==> config.mk <==
export PLATFORM = sky130hd
export DESIGN_NAME = periph_top
export DESIGN_NICKNAME = d
export VERILOG_FILES = /design/src/source/periph_pkg.sv /design/src/source/sb_if.sv /design/src/source/periph_top.sv /design/src/source/sw_sb_ctrl.sv /design/src/source/led_sb_ctrl.sv /design/src/source/sb_decoder.sv
export SDC_FILE = /design/constraint.sdc
export NUM_CORES = 1
export LEC_CHECK = 0
export ABC_AREA = 1
export ABC_CLOCK_PERIOD_IN_PS = 1700
export BUFFER_PORTS_ARGS = -buffer_cell sky130_fd_sc_hd__buf_4
export CORE_MARGIN = 2
export CORE_UTILIZATION = 40
export CTS_CLUSTER_SIZE = 30
export DETAILED_ROUTE_END_ITERATION = 10
export PLACE_DENSITY = 0.71
export SYNTH_ARGS = -nofsm -noshare
export SYNTH_HDL_FRONTEND = slang
export SYNTH_SLANG_ARGS = --single-unit
==> constraint.sdc <==
create_clock -name clk_i -period 1.7 [get_ports clk_i]
set_clock_uncertainty 0.1 [all_clocks]
set_input_delay 0.34 -clock clk_i [delete_from_list [all_inputs] [get_ports clk_i]]
set_output_delay 0.34 -clock clk_i [all_outputs]
set_load 0.01 [all_outputs]
==> src/source/periph_pkg.sv <==
package periph_pkg;

    // device codes live in the top byte of the bus address
    localparam logic [7:0] DEV_SW  = 8'h01;
    localparam logic [7:0] DEV_LED = 8'h02;

    // led bank register map
    localparam logic [23:0] LED_VAL_OFS  = 24'h00;
    localparam logic [23:0] LED_MODE_OFS = 24'h04;
    localparam logic [23:0] LED_RST_OFS  = 24'h24;

    // switch bank register map
    localparam logic [23:0] SW_VAL_OFS  = 24'h00;
    localparam logic [23:0] SW_FLAG_OFS = 24'h04;

    localparam int unsigned IO_W = 16;                   // leds and switches per bank

    localparam int unsigned BLINK_HALF_DEF = 10_000_000; // ~0.1 s on a 100 MHz clock

    // one address word, seen raw by the top and split by the decoder and slaves
    typedef union packed {
        logic [31:0] raw;
        struct packed {
            logic [7:0]  dev;    // slave select
            logic [23:0] offset; // register inside the slave
        } fld;
    } sb_addr_u;

endpackage
==> src/source/sb_if.sv <==
`timescale 1ns/1ps

interface sb_if;

    logic                 req;
    logic                 we;
    periph_pkg::sb_addr_u addr;
    logic [31:0]          wdata;
    logic [31:0]          rdata;  // registered in the slave, valid one cycle after req

    modport master (
        output req,
        output we,
        output addr,
        output wdata,
        input  rdata
    );

    modport slave (
        input  req,
        input  we,
        input  addr,
        input  wdata,
        output rdata
    );

endinterface

==> src/source/periph_top.sv <==
`timescale 1ns/1ps

module periph_top #(
    parameter int unsigned BLINK_HALF = periph_pkg::BLINK_HALF_DEF
) (
    input  logic                        clk_i,
    input  logic                        rst_i,
    input  logic                        req_i,
    input  logic                        we_i,
    input  logic [31:0]                 addr_i,
    input  logic [31:0]                 wdata_i,
    output logic [31:0]                 rdata_o,
    input  logic [periph_pkg::IO_W-1:0] sw_i,
    output logic [periph_pkg::IO_W-1:0] led_o
);

    periph_pkg::sb_addr_u addr_u;

    assign addr_u.raw = addr_i;

    sb_if led_bus ();
    sb_if sw_bus ();

    sb_decoder u_dec (
        .clk_i   (clk_i),
        .rst_i   (rst_i),
        .req_i   (req_i),
        .we_i    (we_i),
        .addr_i  (addr_u),
        .wdata_i (wdata_i),
        .rdata_o (rdata_o),
        .led_bus (led_bus),
        .sw_bus  (sw_bus)
    );

    led_sb_ctrl #(
        .BLINK_HALF (BLINK_HALF)
    ) u_led (
        .clk_i (clk_i),
        .rst_i (rst_i),
        .bus   (led_bus),
        .led_o (led_o)
    );

    sw_sb_ctrl u_sw (
        .clk_i (clk_i),
        .rst_i (rst_i),
        .bus   (sw_bus),
        .sw_i  (sw_i)
    );

endmodule

==> src/source/sw_sb_ctrl.sv <==
`timescale 1ns/1ps

module sw_sb_ctrl (
    input  logic                        clk_i,
    input  logic                        rst_i,
    sb_if.slave                         bus,
    input  logic [periph_pkg::IO_W-1:0] sw_i
);

    logic [periph_pkg::IO_W-1:0] sw_meta;
    logic [periph_pkg::IO_W-1:0] sw_sync;
    logic [periph_pkg::IO_W-1:0] sw_prev;
    logic                        sw_flag;
    logic                        sw_changed;
    logic                        flag_clr;
    logic                        rd;
    logic [23:0]                 ofs;

    // two-flop synchronizer, settles while reset is held
    always_ff @(posedge clk_i) begin
        sw_meta <= sw_i;
        sw_sync <= sw_meta;
        sw_prev <= sw_sync;
    end

    assign ofs        = bus.addr.fld.offset;
    assign rd         = bus.req & ~bus.we;
    assign sw_changed = (sw_sync != sw_prev);
    assign flag_clr   = bus.req && bus.we && (ofs == periph_pkg::SW_FLAG_OFS)
                        && (bus.wdata == 32'd1);

    always_ff @(posedge clk_i) begin
        if (rst_i) begin
            sw_flag <= 1'b0;
        end else if (sw_changed) begin
            sw_flag <= 1'b1;  // a fresh change beats the clear
        end else if (flag_clr) begin
            sw_flag <= 1'b0;
        end
    end

    always_ff @(posedge clk_i) begin
        if (rd) begin
            case (ofs)
                periph_pkg::SW_VAL_OFS:  bus.rdata <= {{(32 - periph_pkg::IO_W){1'b0}}, sw_sync};
                periph_pkg::SW_FLAG_OFS: bus.rdata <= {31'd0, sw_flag};
                default:                 bus.rdata <= '0;
            endcase
        end
    end

    a_change_sets_flag: assert property (
        @(posedge clk_i) disable iff (rst_i)
        sw_changed |=> sw_flag
    ) else $error("switch change did not raise the flag");

endmodule

==> src/source/led_sb_ctrl.sv <==
`timescale 1ns/1ps

module led_sb_ctrl #(
    parameter int unsigned BLINK_HALF = periph_pkg::BLINK_HALF_DEF
) (
    input  logic                        clk_i,
    input  logic                        rst_i,
    sb_if.slave                         bus,
    output logic [periph_pkg::IO_W-1:0] led_o
);

    logic [periph_pkg::IO_W-1:0] led_val;
    logic                        led_mode;
    logic [31:0]                 cntr;
    logic [23:0]                 ofs;
    logic                        wr;
    logic                        rd;
    logic                        soft_rst;
    logic                        val_we;
    logic                        mode_we;
    logic                        cntr_wrap;

    assign ofs = bus.addr.fld.offset;
    assign wr  = bus.req & bus.we;
    assign rd  = bus.req & ~bus.we;

    // only an exact 1 at the reset offset counts
    assign soft_rst = wr && (ofs == periph_pkg::LED_RST_OFS) && (bus.wdata == 32'd1);

    assign val_we  = wr && (ofs == periph_pkg::LED_VAL_OFS)
                     && (bus.wdata[31:periph_pkg::IO_W] == '0);
    assign mode_we = wr && (ofs == periph_pkg::LED_MODE_OFS) && (bus.wdata <= 32'd1);

    always_ff @(posedge clk_i) begin
        if (rst_i || soft_rst) begin
            led_val  <= '0;
            led_mode <= 1'b0;
        end else begin
            if (val_we) begin
                led_val <= bus.wdata[periph_pkg::IO_W-1:0];
            end
            if (mode_we) begin
                led_mode <= bus.wdata[0];
            end
        end
    end

    assign cntr_wrap = (cntr == 32'(2 * BLINK_HALF - 1));

    // blink period is 2*BLINK_HALF, parked at 0 in steady mode
    always_ff @(posedge clk_i) begin
        if (rst_i) begin
            cntr <= '0;
        end else if (soft_rst || !led_mode || cntr_wrap) begin
            cntr <= '0;
        end else begin
            cntr <= cntr + 32'd1;
        end
    end

    assign led_o = (cntr < 32'(BLINK_HALF)) ? led_val : '0;  // dark in second half

    always_ff @(posedge clk_i) begin
        if (soft_rst) begin
            bus.rdata <= '0;
        end else if (rd) begin
            case (ofs)
                periph_pkg::LED_VAL_OFS:  bus.rdata <= {{(32 - periph_pkg::IO_W){1'b0}}, led_val};
                periph_pkg::LED_MODE_OFS: bus.rdata <= {31'd0, led_mode};
                default:                  bus.rdata <= '0;
            endcase
        end
    end

    a_soft_rst_dark: assert property (
        @(posedge clk_i) disable iff (rst_i)
        soft_rst |=> (led_o == '0)
    ) else $error("led_o not dark after soft reset");

    a_cntr_range: assert property (
        @(posedge clk_i) disable iff (rst_i)
        cntr < 32'(2 * BLINK_HALF)
    ) else $error("blink counter out of range");

endmodule

==> src/source/sb_decoder.sv <==
`timescale 1ns/1ps

module sb_decoder (
    input  logic                 clk_i,
    input  logic                 rst_i,
    input  logic                 req_i,
    input  logic                 we_i,
    input  periph_pkg::sb_addr_u addr_i,
    input  logic [31:0]          wdata_i,
    output logic [31:0]          rdata_o,
    sb_if.master                 led_bus,
    sb_if.master                 sw_bus
);

    logic hit_led;
    logic hit_sw;
    logic rd_sel_led;
    logic rd_sel_sw;

    assign hit_led = (addr_i.fld.dev == periph_pkg::DEV_LED);
    assign hit_sw  = (addr_i.fld.dev == periph_pkg::DEV_SW);

    // request goes to one slave at most, the rest is broadcast
    assign led_bus.req   = req_i & hit_led;
    assign led_bus.we    = we_i;
    assign led_bus.addr  = addr_i;
    assign led_bus.wdata = wdata_i;

    assign sw_bus.req   = req_i & hit_sw;
    assign sw_bus.we    = we_i;
    assign sw_bus.addr  = addr_i;
    assign sw_bus.wdata = wdata_i;

    // which slave owns the data of the last read
    always_ff @(posedge clk_i) begin
        if (rst_i) begin
            rd_sel_led <= 1'b0;
            rd_sel_sw  <= 1'b0;
        end else if (req_i && !we_i) begin
            rd_sel_led <= hit_led;
            rd_sel_sw  <= hit_sw;  // both low for an unmapped device
        end
    end

    always_comb begin
        if (rd_sel_led) begin
            rdata_o = led_bus.rdata;
        end else if (rd_sel_sw) begin
            rdata_o = sw_bus.rdata;
        end else begin
            rdata_o = '0;
        end
    end

    a_one_slave_req: assert property (
        @(posedge clk_i) disable iff (rst_i)
        !(led_bus.req && sw_bus.req)
    ) else $error("both slaves requested in the same cycle");

endmodule

==> results by group <==
Worst hold path
  • Hold Path Class: in2reg

Yosys
  • Synthesis-stage register bit count: 132
  • Synth top area share: 39.5%
  • Number of synthesized flops with an enable pin: 16
  • Post-synth top cells: nand2_1 (204), nor2_1 (177), dfxtp_1 (116)
  • Post-synthesis sequential area ratio: 47.7%
  • Yosys warnings: 0
  • Post-Syn Area: 5880 sq um
  • Synth top area cells: dfxtp_1 (39%), nand2_1 (13%), nor2_1 (11%)
  • Main synth FF type: dfxtp_1
  • Distinct cells, synth: 32
  • Synth area leader: dfxtp_1
  • Most common cell in the netlist: nand2_1
  • Asr flop ratio synth: 0%
  • Synth Area per Inst: 7.23 sq um
  • Cells after Synth: 813

Clocking
  • Root Buffer: clkbuf_16
  • H-tree depth: 4
  • CTS tree: built
  • Sink Count: 132
  • Clk buf depth: 2
  • Total CTS buffers: 17
  • Worst-Skew Late Latency: 0.42 ns
  • Clock-pin slew of the registers on the worst-case setup and hold paths: 0.06 ns

Die
  • Placeable Area: 14400 sq um
  • Io pins: 132
  • Overall die height: 125 microns
  • Initial Util: 40.8%
  • Die width: 125 microns
  • Die area: 15700 sq um
  • Row count: 44

Job
  • MaxCap Viol Count: 0

Global routing
  • Grt peak-use layer: met2
  • GRT Residual Overflow: 0
  • First-pass GRT wire length: 25100 microns
  • Largest net degree at the start of global routing: 33
  • Met3 Use GR: 4.11%
  • Vias in the first global route: 5463
  • Grt met2 use: 33.4%
  • Gr usage total: 19.8%
  • GR Util met1: 24.6%
  • Initial antenna violation count: 0

Place
  • GPL Wtd Cong: 0.887
  • Buffers on Ports: 115
  • Placed inst area: 7200 sq um
  • Post-DP HPWL: 10600 microns

Detailed routing
  • Via density: 4.69
  • Average wire per standard cell: 13.5 microns
  • Final WL: 16200 microns
  • Via count: 5644
  • DRC: 0
  • Number of iterations in the first detailed-routing pass: 6
  • Initial DRC Count: 435
  • Detail Route Antenna Nets: 0

Setup path
  • Worst setup SP type: flop
  • WS Path Type: reg2out
  • Crit-path cells: inv_2 -> nand4_1 -> nor2_1 -> o2111ai_1 -> nor2_1 -> nand2_2 -> buf_6 -> nor2_2 -> buf_4
  • Max stage delay on crit path: 0.32 ns
  • Most numerous cell on the critical path: nor2_1
  • Slowest cell on crit path: dfxtp_2
  • Largest delay share family, worst path: simple AND/OR/NAND/NOR gates
  • Critical Path AT: 1.84 ns
  • Max FO, Critical Path: 6
  • Critical path data required time: 1.26 ns
  • Worst Path Buf+Inv: 3
  • Critical path capture point type: primary output

Outcome
  • Failing checks: setup timing
  • Status: finished, violations left

Final layout
  • Area growth syn-to-layout: 49.1%
  • Layout cell share with drive strength beyond 1: 32.2%
  • Inserted Diodes: 0
  • Nets@finish: 1092
  • Finished Cell Area: 8760 sq um
  • Final Util: 60.8%

STA
  • Fmax: 438 MHz
  • Final setup fails: 58
  • Final WS setup: -0.582 ns
  • Max-slew violations: 0
  • RSZ-0062 raised after global routing: yes
  • Final Cycle Share: 134%
  • Fin crit period: 2.28 ns
  • Final hold violation count: 0

Power and ir drop
  • Leak pwr: 4.01 nW
  • VDD IR max: 0.000811 V
  • Power per cell area: 846 nW/um^2
state kept, by name, summed over array words and instances (netlist names):
| signal | cells |
|---|---|
| u_sw.sw_prev | 16 |
| u_sw.sw_flag | 1 |
| u_sw.bus.rdata | 16 |
| u_led.led_val | 16 |
| u_dec.rd_sel_led | 1 |
| u_led.bus.rdata | 16 |
| u_led.led_mode | 1 |
| u_sw.sw_sync | 16 |
| u_sw.sw_meta | 16 |
| u_led.cntr | 32 |
| u_dec.rd_sel_sw | 1 |
power breakdown:
group	internal, mW	total, mW	switching [mW]
clock	2.34	3.85	1.51
sequential	3.21	3.24	0.0313
combinational	0.194	0.324	0.130
logic make-up (layout without fill, tap and decap cells):
family | count (synthesis) | count (layout) | synth area share (%)
AO/OA/AOI/OAI | 28 | 28 | 2.55
AND/OR/NAND/NOR | 483 | 483 | 34.4
XOR/XNOR | 31 | 31 | 4.62
buffers and inverters | 137 | 329 | 10.5
flip-flops | 132 | 132 | 47.7
other | 1 | 16 | 0.0638
adder cells (fa/ha/maj) | 1 | 1 | 0.213
repair_timing:
action / 4_1_cts / 5_1_grt
resized for setup: 90 / 72
buffers inserted: 10 / 3
hold buffers: 16 / 0
pin swaps: 20 / 25
cloned: 4 / 1
setup endpoints to repair: 64 / 64
endpoints found under the hold margin: 16 / 0
cells in the final DEF, fill, tap and decap left out, drive strengths merged, types with 10 or more instances in the layout:
cell         synthesis  routed
buf                 28     177
clkbuf               6      20
conb                 1      16
dfxtp              116     116
dlygate4sd3          0      16
edfxtp              16      16
inv                103     110
nand2              210     210
nand3               59      59
nor2               186     186
nor3                10      10
o21ai               20      20
xnor2               13      13
xor2                18      18
path summary, 6_finish.rpt:
check | startpoint | slack [ns] | depth (start not counted) | end
max | u_led.cntr[31] | -0.58 | 9 | led_o[3]
min | rst_i | 0.01 | 2 | u_dec.rd_sel_led
max reg2reg | u_led.cntr[1] | -0.09 | 10 | u_led.cntr[15]
min reg2reg | u_sw.sw_meta[1] | 0.23 | 0 | u_sw.sw_sync[1]
cell type report:
cell class / instances / area, sq um
Fill cell: 1204 / 5660
Multi-Input combinational cell: 559 / 2950
Sequential cell: 132 / 2810
Timing Repair Buffer: 194 / 1750
Clock buffer: 19 / 464
Inverter: 103 / 393
Tap cell: 184 / 230
Clock inverter: 13 / 159
routing by layer:
layer  wire length, microns  part of all wire [%]  up-vias
met3                    887                   5.5       41
met4                    480                   3.0        0
met5                      0                     0        -
met1                   6940                    43     2551
met2                   7890                    49      209
li1                       -                     -     2843
per-stage QoR:
step           setup slack, ns  hold WS, ns  total power [mW]  setup TNS (ns)  std cells
2_1_floorplan           0.0126        0.210              3.43               0        828
3_3_place_gp            -0.126        0.212              3.59           -5.33       1140
3_5_place_dp            -0.166        0.212              3.59           -6.51       1140
4_1_cts                 -0.589      0.00857              7.42           -9.36       1201
5_1_grt                 -0.675      0.00994              7.61          -16.55       1204
6_report                -0.582       0.0122              7.41          -11.85       1204
No activity file was read; power rests on OpenSTA's default activity.
